===== config.mk =====
export PLATFORM = sky130hd
export DESIGN_NAME = branch_unit_top
export DESIGN_NICKNAME = d
export VERILOG_FILES = /design/src/rtl/branch_pkg.sv /design/src/rtl/branch_decode.sv /design/src/rtl/branch_compare.sv /design/src/rtl/branch_resolve.sv /design/src/rtl/branch_unit_top.sv
export VERILOG_INCLUDE_DIRS = /design/src /design/src/rtl
export SDC_FILE = /design/constraint.sdc
export NUM_CORES = 1
export LEC_CHECK = 0
export BUFFER_PORTS_ARGS = -buffer_cell sky130_fd_sc_hd__buf_2
export CAP_MARGIN = 20
export CELL_PAD_IN_SITES_DETAIL_PLACEMENT = 1
export CELL_PAD_IN_SITES_GLOBAL_PLACEMENT = 2
export CORE_UTILIZATION = 41
export DETAILED_ROUTE_END_ITERATION = 10
export GPL_TIMING_DRIVEN = 1
export PLACE_DENSITY = 0.88
export SLEW_MARGIN = 5
export SYNTH_ARGS = -nofsm -noshare
export SYNTH_HDL_FRONTEND = slang
export SYNTH_SLANG_ARGS = --single-unit

===== constraint.sdc =====
create_clock -name clk_i -period 8.49 [get_ports clk_i]
set_clock_uncertainty 0.15 [all_clocks]
set_input_delay 0.849 -clock clk_i [delete_from_list [all_inputs] [get_ports clk_i]]
set_output_delay 0.849 -clock clk_i [all_outputs]
set_load 0.02 [all_outputs]

===== src/rtl/branch_params.svh =====
`ifndef BRANCH_PARAMS_SVH
`define BRANCH_PARAMS_SVH

// Data path width
`define XLEN 32

// Major opcode shared by all 32-bit conditional branches
`define OPC_BRANCH 7'b1100011

// Branch kind codes, equal to the B-type funct3 field
`define BRA_BEQ  3'b000
`define BRA_BNE  3'b001
`define BRA_BLT  3'b100
`define BRA_BGE  3'b101
`define BRA_BLTU 3'b110
`define BRA_BGEU 3'b111

// Compressed branch fields, quadrant 1
`define C_OP_BRANCH 2'b01
`define C_F3_BEQZ   3'b110
`define C_F3_BNEZ   3'b111

`endif


===== src/rtl/branch_pkg.sv =====
`default_nettype none

package branch_pkg;

    // Register operand as read for the branch
    typedef logic [31:0] word_t;

    // Program counter, immediate offset or target address
    typedef logic [31:0] addr_t;

    // Raw instruction word
    // A compressed instruction occupies bits 15:0
    typedef logic [31:0] instr_t;

    // Branch kind, coded like the B-type funct3
    typedef logic [2:0] br_kind_t;

endpackage

`default_nettype wire


===== src/rtl/branch_decode.sv =====
`default_nettype none

`include "branch_params.svh"

module branch_decode (
    input  logic                 clk_i,
    input  logic                 rst_i,
    input  logic                 stall_i,
    input  logic                 valid_i,
    input  branch_pkg::instr_t   instr_i,
    input  branch_pkg::addr_t    pc_i,
    input  branch_pkg::word_t    rs1_val_i,
    input  branch_pkg::word_t    rs2_val_i,
    input  logic                 pred_taken_i,
    output logic                 dec_valid_o,
    output branch_pkg::br_kind_t dec_kind_o,
    output branch_pkg::addr_t    dec_pc_o,
    output branch_pkg::addr_t    dec_imm_o,
    output logic                 dec_compressed_o,
    output logic                 dec_pred_o,
    output branch_pkg::word_t    dec_op_a_o,
    output branch_pkg::word_t    dec_op_b_o
);
    import branch_pkg::*;

    logic     is_comp;
    br_kind_t f3_full;
    logic [2:0] f3_comp;
    logic     f3_ok;
    logic     full_hit;
    logic     comp_hit;
    addr_t    b_imm;
    addr_t    cb_imm;
    br_kind_t kind_d;
    addr_t    imm_d;
    word_t    op_b_d;

    assign is_comp = (instr_i[1:0] != 2'b11); // Full words end in 11
    assign f3_full = instr_i[14:12];
    assign f3_comp = instr_i[15:13];

    // Funct3 values 010 and 011 are reserved for branches
    always_comb begin
        case (f3_full)
            `BRA_BEQ, `BRA_BNE, `BRA_BLT,
            `BRA_BGE, `BRA_BLTU, `BRA_BGEU: f3_ok = 1'b1;
            default:                        f3_ok = 1'b0;
        endcase
    end

    assign full_hit = !is_comp && (instr_i[6:0] == `OPC_BRANCH) && f3_ok;
    assign comp_hit = (instr_i[1:0] == `C_OP_BRANCH) &&
                      ((f3_comp == `C_F3_BEQZ) || (f3_comp == `C_F3_BNEZ));

    // B-type offset, bit 0 always zero
    assign b_imm  = {{19{instr_i[31]}}, instr_i[31], instr_i[7],
                     instr_i[30:25], instr_i[11:8], 1'b0};
    // CB-type offset[8|4:3] in 12:10, offset[7:6|2:1|5] in 6:2
    assign cb_imm = {{23{instr_i[12]}}, instr_i[12], instr_i[6:5], instr_i[2],
                     instr_i[11:10], instr_i[4:3], 1'b0};

    always_comb begin
        if (is_comp) begin
            kind_d = (f3_comp == `C_F3_BNEZ) ? `BRA_BNE : `BRA_BEQ;
            imm_d  = cb_imm;
            op_b_d = {`XLEN{1'b0}}; // Compare rs1' against zero
        end else begin
            kind_d = f3_full;
            imm_d  = b_imm;
            op_b_d = rs2_val_i;
        end
    end

    always_ff @(posedge clk_i) begin
        if (!rst_i) begin
            dec_valid_o <= 1'b0;
        end else if (!stall_i) begin
            dec_valid_o <= valid_i && (full_hit || comp_hit); // Others dropped here
        end
    end

    always_ff @(posedge clk_i) begin
        if (!stall_i) begin
            dec_kind_o       <= kind_d;
            dec_pc_o         <= pc_i;
            dec_imm_o        <= imm_d;
            dec_compressed_o <= is_comp;
            dec_pred_o       <= pred_taken_i;
            dec_op_a_o       <= rs1_val_i;
            dec_op_b_o       <= op_b_d;
        end
    end

endmodule

`default_nettype wire


===== src/rtl/branch_compare.sv =====
`default_nettype none

module branch_compare (
    input  logic                 clk_i,
    input  logic                 rst_i,
    input  logic                 stall_i,
    input  logic                 dec_valid_i,
    input  branch_pkg::br_kind_t dec_kind_i,
    input  branch_pkg::addr_t    dec_pc_i,
    input  branch_pkg::addr_t    dec_imm_i,
    input  logic                 dec_compressed_i,
    input  logic                 dec_pred_i,
    input  branch_pkg::word_t    dec_op_a_i,
    input  branch_pkg::word_t    dec_op_b_i,
    output logic                 cmp_valid_o,
    output branch_pkg::br_kind_t cmp_kind_o,
    output branch_pkg::addr_t    cmp_pc_o,
    output branch_pkg::addr_t    cmp_imm_o,
    output logic                 cmp_compressed_o,
    output logic                 cmp_pred_o,
    output logic                 cmp_eq_o,
    output logic                 cmp_gt_s_o,
    output logic                 cmp_gt_u_o
);

    logic eq_d;
    logic gt_u_d;
    logic gt_s_d;
    logic sign_diff;

    assign eq_d      = (dec_op_a_i == dec_op_b_i);
    assign gt_u_d    = (dec_op_a_i > dec_op_b_i);
    assign sign_diff = dec_op_a_i[31] ^ dec_op_b_i[31];

    // Signed result reuses the unsigned compare unless the signs differ
    assign gt_s_d = sign_diff ? dec_op_b_i[31] : gt_u_d;

    always_ff @(posedge clk_i) begin
        if (!rst_i) begin
            cmp_valid_o <= 1'b0;
        end else if (!stall_i) begin
            cmp_valid_o <= dec_valid_i;
        end
    end

    always_ff @(posedge clk_i) begin
        if (!stall_i) begin
            cmp_kind_o       <= dec_kind_i;
            cmp_pc_o         <= dec_pc_i;
            cmp_imm_o        <= dec_imm_i;
            cmp_compressed_o <= dec_compressed_i;
            cmp_pred_o       <= dec_pred_i;
            cmp_eq_o         <= eq_d;
            cmp_gt_s_o       <= gt_s_d;
            cmp_gt_u_o       <= gt_u_d;
        end
    end

endmodule

`default_nettype wire


===== src/rtl/branch_resolve.sv =====
`default_nettype none

`include "branch_params.svh"

module branch_resolve (
    input  logic                 clk_i,
    input  logic                 rst_i,
    input  logic                 stall_i,
    input  logic                 cmp_valid_i,
    input  branch_pkg::br_kind_t cmp_kind_i,
    input  branch_pkg::addr_t    cmp_pc_i,
    input  branch_pkg::addr_t    cmp_imm_i,
    input  logic                 cmp_compressed_i,
    input  logic                 cmp_pred_i,
    input  logic                 cmp_eq_i,
    input  logic                 cmp_gt_s_i,
    input  logic                 cmp_gt_u_i,
    output logic                 update_valid_o,
    output logic                 update_taken_o,
    output logic                 mispredict_o,
    output branch_pkg::addr_t    update_target_o,
    output branch_pkg::addr_t    update_pc_o
);
    import branch_pkg::*;

    logic  taken_d;
    addr_t seq_pc;
    addr_t target_d;
    logic  mispred_d;

    logic  res_valid_q;
    logic  res_taken_q;
    logic  res_mispred_q;
    addr_t res_target_q;
    addr_t res_pc_q;
    logic  report;

    // Per-kind taken decision from the registered flags
    always_comb begin
        case (cmp_kind_i)
            `BRA_BEQ:  taken_d = cmp_eq_i;
            `BRA_BNE:  taken_d = !cmp_eq_i;
            `BRA_BLT:  taken_d = !cmp_gt_s_i && !cmp_eq_i;
            `BRA_BGE:  taken_d = cmp_gt_s_i || cmp_eq_i;
            `BRA_BLTU: taken_d = !cmp_gt_u_i && !cmp_eq_i;
            `BRA_BGEU: taken_d = cmp_gt_u_i || cmp_eq_i;
            default:   taken_d = 1'b0; // Filtered out at decode
        endcase
    end

    // Fall-through depends on the instruction length
    assign seq_pc    = cmp_pc_i + (cmp_compressed_i ? 32'd2 : 32'd4);
    assign target_d  = taken_d ? (cmp_pc_i + cmp_imm_i) : seq_pc;
    assign mispred_d = (taken_d != cmp_pred_i);

    always_ff @(posedge clk_i) begin
        if (!rst_i) begin
            res_valid_q <= 1'b0;
        end else if (!stall_i) begin
            res_valid_q <= cmp_valid_i;
        end
    end

    always_ff @(posedge clk_i) begin
        if (!stall_i) begin
            res_taken_q   <= taken_d;
            res_mispred_q <= mispred_d;
            res_target_q  <= target_d;
            res_pc_q      <= cmp_pc_i;
        end
    end

    // A held entry is shown only once the stall lifts
    assign report = res_valid_q && !stall_i;

    assign update_valid_o  = report;
    assign update_taken_o  = report ? res_taken_q : 1'b0;
    assign mispredict_o    = report ? res_mispred_q : 1'b0;
    assign update_target_o = report ? res_target_q : {`XLEN{1'b0}};
    assign update_pc_o     = report ? res_pc_q : {`XLEN{1'b0}};

endmodule

`default_nettype wire


===== src/rtl/branch_unit_top.sv =====
`default_nettype none

module branch_unit_top (
    input  logic               clk_i,
    input  logic               rst_i,
    input  logic               valid_i,
    input  logic               stall_i,
    input  branch_pkg::instr_t instr_i,
    input  branch_pkg::addr_t  pc_i,
    input  branch_pkg::word_t  rs1_val_i,
    input  branch_pkg::word_t  rs2_val_i,
    input  logic               pred_taken_i,
    output logic               update_valid_o,
    output logic               update_taken_o,
    output logic               mispredict_o,
    output branch_pkg::addr_t  update_target_o,
    output branch_pkg::addr_t  update_pc_o
);
    import branch_pkg::*;

    // Decode to compare
    logic     dec_valid;
    br_kind_t dec_kind;
    addr_t    dec_pc;
    addr_t    dec_imm;
    logic     dec_compressed;
    logic     dec_pred;
    word_t    dec_op_a;
    word_t    dec_op_b;

    // Compare to resolve
    logic     cmp_valid;
    br_kind_t cmp_kind;
    addr_t    cmp_pc;
    addr_t    cmp_imm;
    logic     cmp_compressed;
    logic     cmp_pred;
    logic     cmp_eq;
    logic     cmp_gt_s;
    logic     cmp_gt_u;

    branch_decode u_decode (
        .clk_i            (clk_i),
        .rst_i            (rst_i),
        .stall_i          (stall_i),
        .valid_i          (valid_i),
        .instr_i          (instr_i),
        .pc_i             (pc_i),
        .rs1_val_i        (rs1_val_i),
        .rs2_val_i        (rs2_val_i),
        .pred_taken_i     (pred_taken_i),
        .dec_valid_o      (dec_valid),
        .dec_kind_o       (dec_kind),
        .dec_pc_o         (dec_pc),
        .dec_imm_o        (dec_imm),
        .dec_compressed_o (dec_compressed),
        .dec_pred_o       (dec_pred),
        .dec_op_a_o       (dec_op_a),
        .dec_op_b_o       (dec_op_b)
    );

    branch_compare u_compare (
        .clk_i            (clk_i),
        .rst_i            (rst_i),
        .stall_i          (stall_i),
        .dec_valid_i      (dec_valid),
        .dec_kind_i       (dec_kind),
        .dec_pc_i         (dec_pc),
        .dec_imm_i        (dec_imm),
        .dec_compressed_i (dec_compressed),
        .dec_pred_i       (dec_pred),
        .dec_op_a_i       (dec_op_a),
        .dec_op_b_i       (dec_op_b),
        .cmp_valid_o      (cmp_valid),
        .cmp_kind_o       (cmp_kind),
        .cmp_pc_o         (cmp_pc),
        .cmp_imm_o        (cmp_imm),
        .cmp_compressed_o (cmp_compressed),
        .cmp_pred_o       (cmp_pred),
        .cmp_eq_o         (cmp_eq),
        .cmp_gt_s_o       (cmp_gt_s),
        .cmp_gt_u_o       (cmp_gt_u)
    );

    branch_resolve u_resolve (
        .clk_i            (clk_i),
        .rst_i            (rst_i),
        .stall_i          (stall_i),
        .cmp_valid_i      (cmp_valid),
        .cmp_kind_i       (cmp_kind),
        .cmp_pc_i         (cmp_pc),
        .cmp_imm_i        (cmp_imm),
        .cmp_compressed_i (cmp_compressed),
        .cmp_pred_i       (cmp_pred),
        .cmp_eq_i         (cmp_eq),
        .cmp_gt_s_i       (cmp_gt_s),
        .cmp_gt_u_i       (cmp_gt_u),
        .update_valid_o   (update_valid_o),
        .update_taken_o   (update_taken_o),
        .mispredict_o     (mispredict_o),
        .update_target_o  (update_target_o),
        .update_pc_o      (update_pc_o)
    );

endmodule

`default_nettype wire


# Word level (Yosys, flattened, before mapping)

Index checks and enable logic that the tools add are counted.

Bits of input ports: 133
Flip-flop bits (word level): 274
Memories kept: 0
Latch bits: 0
Output and inout bits: 67
Bits in read-only memories: 0
Memory bits (writable): 0

Div/mod/pow operators: 0
Multiplexer cells: 12
Shifts and indexed selects: 0
Equal/unequal tests: 17
Reduce and logical (&&, ||, !) cells: 19
Bitwise operators: 1
Add/subtract/negate cells: 2
$mul: 0
$lt $le $gt $ge: 1

Operator list:

| kind                                           | count |
|---|---|
| two-way mux 32 bit                             | 4 |
| adder 32 bit                                   | 2 |
| == test 32 bit                                 | 1 |
| greater-than comparator 32 bit                 | 1 |
| == test 3 bit (second input constant)          | 10 |
| == test 7 bit (second input constant)          | 1 |
| logical AND 1 bit                              | 7 |
| == test 3 x 1 -> 1 bit (second input constant) | 2 |
| zero test 3 bit                                | 2 |
| two-way mux 3 bit                              | 2 |
| case mux 1 bit (6 select lines)                | 1 |
| OR reduction 6 bit                             | 1 |
| zero test 1 bit                                | 5 |
| two-way mux 1 bit                              | 5 |
| logical OR 1 bit                               | 4 |
| == test 2 x 1 -> 1 bit (second input constant) | 1 |
| != test 2 bit (second input constant)          | 1 |
| != test 1 bit                                  | 1 |
| bitwise XOR 1 bit                              | 1 |

# Depth between registers and ports, before layout

Depth in word-level cells: 6
Mapped depth: 15

# Modules after synthesis

From an unflattened synthesis, not the netlist that was laid out.

Cell total of the unflattened synthesis: 835
Area total of the unflattened synthesis: 11478.5 sq um

Modules (own cells, without submodules):

| module         | cells each | instances | area an instance (sq um) |
|---|---|---|---|
| branch_resolve | 432        | 1         | 4418.0 |
| branch_decode  | 209        | 1         | 3987.6 |
| branch_compare | 194        | 1         | 3072.9 |

# Worst setup path after synthesis

OpenSTA, ideal clock, no wires.

Kind: input -> register
Start: input port stall_i
End: register u_compare.cmp_compressed_o (enable)
Slack: 2480 ps
Arrival time: 5280 ps
Buffers on the path: 0
Stages on the path: 1
Data required time: 7760 ps
Setup time: 580 ps
Cell sequence: inv_1

RTL lines:

| what                 | line                 | source |
|---|---|---|
| start, declared      | branch_unit_top.sv:7 | `input logic stall_i,` |
| end signal, assigned | branch_compare.sv:51 | `cmp_compressed_o <= dec_compressed_i;` |
| end, declared        | branch_compare.sv:19 | `output logic cmp_compressed_o,` |

No word-level cell between the ends.

# Final worst setup path

Start: register u_compare.cmp_kind_o[0]
End: register u_resolve.res_target_q[30], data pin

Longest elaborated chain between the ends: 3
Elaborated cells between the ends (all ways): 8

Ends and longest elaborated chain:

| what                                        | line                 | source |
|---|---|---|
| start, declared                             | branch_compare.sv:16 | `output branch_pkg::br_kind_t cmp_kind_o,` |
| start signal, assigned                      | branch_compare.sv:48 | `cmp_kind_o <= dec_kind_i;` |
| == test 3 bit, or another cell as far along | branch_resolve.sv:40 | `case (cmp_kind_i)` |
| case mux 1 bit (6 select lines) (*)         | branch_resolve.sv:40 |  |
| two-way mux 32 bit (*)                      | branch_resolve.sv:53 | `assign target_d = taken_d ? (cmp_pc_i + cmp_imm_i) : seq_pc;` |
| named net u_resolve.target_d[30]            | branch_resolve.sv:28 | `addr_t target_d;` |
| end signal, assigned                        | branch_resolve.sv:68 | `res_target_q <= target_d;` |
| end, declared                               | branch_resolve.sv:34 | `addr_t res_target_q;` |

The timed path passes the listed nets; every way through them passes the cells marked *.
A chain may end at the register's enable or synchronous reset.

==> results.toml <==
[floorplanning]
die_h_um = 162
initial_core_util_pct = 41.7
die_area_sq_um = 26200
core_sq_um = 25200
rows = 58
io_pins = 200
dieWidth_um = 162

[timing]
rsz0062_at_grt = "false"
finalCriticalPeriod_ns = 4.28
fin_crit_sh_pct = 50.4
maxSlewViolCount = 0
hold_viol_final = 0
slew_headroom_pct = 36.9
tns_ns = 0
max_freq_mhz = 234
setup_viol = 0
worst-slew-pin-transition_ns = 0.946

[route]
drt_iter0_drc = 287
ant_nets = 0
first_pass_iters = 4
route.detailed.drc = 0
vias = 6522
avgRoutedWirePerCell_um = 17.1
routed_wl_mm = 22.5
viasPerCell = 4.97

[logic_synthesis]
postSynth.asyncResetShare_pct = 0
synth_ff_type = "edfxtp_1"
synthesis.yosys.warnings = 0
synth-edff-count = 230
syn-instance-count = 757
syn_nets = 953
synth_area_sq_um = 10500
synth-seq-cells = 233
syn_area_per_cell_sq_um = 13.9
yosysSeqAreaShare_pct = 66.4
synth_cell_types = 59

[clocking]
htree_levels = 1
ctsResizeCount = 0
postCtsSetupBuffers = 0
clockBufferDepth = 3
numCtsBuffers = 26
clk_pin_slew_ns = 0.06
cts_tree = "done"
root_buffer = "clkbuf_16"
cts_hold_buffers = 0
clock-sinks = 233
worstSkewPairLatency_ns = 0.52

[power_and_ir_drop]
powerDensity_nw_per_um2 = 224
swShare_pct = 23.3
p_leak_nw = 5.48
comb_power_share_pct = 11.2
p_int_mw = 2.18
seqPwrFrac_pct = 49.8
clkPwrFrac_pct = 39.0
irDropWorstVdd_v = 0.000125
power_mw = 2.85
power.switching_mw = 0.663

[critical_path]
rrSetupSlack_ns = 4.21
rr_startpoint = "u_compare.cmp_kind_o[0]"
crit_top_cell = "a21oi_1"
cpMaxStageDelayCell = "and2_2"
worstPathCellList = "nor3_1 -> a21oi_1 -> o211ai_1 -> a21o_1 -> and2_2 -> ha_1 -> a21oi_1 -> o21ai_0 -> a22oi_1 -> a31oi_2 -> a21oi_2 -> o21ai_2 -> xor2_1"
endpoint_kind = "flop"
rr_worst_depth = 13
cp_num_buf_inv = 0
start_kind = "flop"
critical_path_class = "flop to flop"
critPathTopFamily = "compound AO/OA/AOI/OAI gates"
path_max_fanout = 20
critPathMaxStageDelay_ns = 0.56
arrival_ns = 4.38
cp_num_cells = 13
r2r_end = "u_resolve.res_target_q[30]"
required_ns = 8.60

[finish]
area_growth_pct = 21.1
final_cells = 1311
fin_nets = 1155
final_area_sq_um = 12700
fin_util_pct = 50.5
layout-drive-gt1-share_pct = 26.6

[place]
dp_cells = 1259
dp_hpwl_mm = 16.2
numPortBuffers = 190
globalplace.congestion = 0.831
placed_area_sq_um = 11800

[worst_hold_path]
hold_depth = 0
holdPathEnd = "u_compare.cmp_pc_o[18]"
hp-class = "flop to flop"
hold_path.startpoint = "u_decode.dec_pc_o[18]"

[flow_run]
cap_violations = 0

[global_routing]
antenna_found_initial = 4
grt_usage_pct = 17.5
overflow = 0
grt_pass1_vias = 6926
grt_pass1_wl_mm = 35.9
grt_start_max_net_pins = 138

[outcome]
outcome = "completed"
Yosys cell counts, types with 2 or more instances:
library cell | instances | area [sq um]
a211oi_1 | 2 | 15.0
a21o_1 | 25 | 188
a21oi_1 | 38 | 190
a21oi_2 | 5 | 43.8
and2_1 | 78 | 488
and3_1 | 34 | 213
buf_1 | 2 | 7.51
buf_2 | 4 | 20.0
clkbuf_1 | 12 | 45.0
dfxtp_1 | 3 | 60.1
edfxtp_1 | 230 | 6910
ha_1 | 62 | 776
inv_1 | 46 | 173
mux2i_1 | 2 | 20.0
nand2_1 | 41 | 154
nand2b_1 | 4 | 25.0
nand3_1 | 7 | 35.0
nand4_1 | 15 | 93.8
nor2_1 | 27 | 101
nor2b_1 | 7 | 43.8
nor3_1 | 9 | 45.0
nor4_1 | 2 | 12.5
o211ai_1 | 6 | 45.0
o211ai_2 | 2 | 25.0
o21a_1 | 7 | 52.6
o21ai_0 | 15 | 75.1
o21ai_1 | 4 | 20.0
o21ai_2 | 4 | 35.0
o21bai_1 | 3 | 22.5
o22ai_1 | 3 | 18.8
xnor2_1 | 18 | 158
xor2_1 | 13 | 114
layout make-up:
cell class / count / area [sq um]
diodes: 2 / 5.00
clock buffers: 28 / 679
clock inverters: 20 / 175
fillers: 2585 / 12500
inverters: 47 / 184
multi-input cells: 458 / 3280
flip-flops and latches: 233 / 6970
well taps: 330 / 413
repair buffers: 193 / 1010
kinds of logic after synthesis:
logic type,after synthesis,share of synthesized area [%]
DFF,233,66.4
and+or+nand+nor,231,12.1
AOI/OAI and AO/OA,130,8.67
buffers and inverters,66,2.44
adders and majority gates,63,7.58
xor gates and xnor gates,31,2.59
muxes,3,0.298
stage by stage:
stage | worst slack [ns] | hold slack, ns
global placement | 4.29 | 0.251
detailed placement | 4.16 | 0.256
finish | 4.21 | 0.265
floorplan | 2.48 | 0.250
global route | 3.89 | 0.276
CTS | 4.15 | 0.267
worst max path at each step:
stage / from / endpoint / slack [ns]
5_1_grt: u_compare.cmp_kind_o[0] / u_resolve.res_target_q[30] / 3.89
4_1_cts: u_compare.cmp_kind_o[0] / u_resolve.res_target_q[30] / 4.15
6_report: u_compare.cmp_kind_o[0] / u_resolve.res_target_q[30] / 4.21
3_5_place_dp: u_compare.cmp_kind_o[0] / u_resolve.res_target_q[30] / 4.16
2_1_floorplan: stall_i / u_compare.cmp_compressed_o / 2.48
3_3_place_gp: u_compare.cmp_kind_o[0] / u_resolve.res_target_q[28] / 4.29
power by group through the flow:
stage / Combinational, mW / Sequential [mW] / Clock [mW]
3_3_place_gp: 0.305 / 1.44 / 0
6_report: 0.318 / 1.42 / 1.11
3_5_place_dp: 0.319 / 1.45 / 0
2_1_floorplan: 0.220 / 1.44 / 0
5_1_grt: 0.359 / 1.43 / 1.18
4_1_cts: 0.322 / 1.42 / 1.14
metal layers:
layer | up-vias | GRT usage [%] | wire length (um)
met5 | - | 0 | 22
met1 | 3126 | 21.8 | 9550
met2 | 172 | 30.8 | 11300
li1 | 3190 | - | -
met4 | 4 | 4.76 | 447
met3 | 30 | 3.63 | 1140
worst register-to-register path: cells and delay by family, from the launching register on:
family / cells / cell delay (ns)
DFF: 1 / 0.46
adders and majority gates: 1 / 0.40
xor gates and xnor gates: 1 / 0.16
AOI/OAI and AO/OA: 9 / 2.05
and+or+nand+nor: 2 / 0.80
flip-flops by register name, indices dropped and copies added (netlist names), 12 cells and up:
register and count:
u_compare.cmp_imm_o 12, u_compare.cmp_pc_o 32, u_decode.dec_imm_o 12, u_decode.dec_op_a_o 32, u_decode.dec_op_b_o 32, u_decode.dec_pc_o 32, u_resolve.res_pc_q 32, u_resolve.res_target_q 31
layout by cell type (no fill, tap or decap), drive strengths merged, types with 4 or more instances in the layout:
| master | n |
|---|---|
| a21o | 26 |
| a21oi | 43 |
| and2 | 79 |
| and3 | 34 |
| buf | 193 |
| clkbuf | 28 |
| clkinv | 16 |
| edfxtp | 230 |
| ha | 62 |
| inv | 47 |
| nand2 | 42 |
| nand2b | 4 |
| nand3 | 8 |
| nand4 | 15 |
| nor2 | 27 |
| nor2b | 7 |
| nor3 | 9 |
| o211ai | 8 |
| o21a | 7 |
| o21ai | 23 |
| o21bai | 4 |
| o22ai | 4 |
| xnor2 | 18 |
| xor2 | 13 |
No activity file was read; power rests on OpenSTA's default activity.
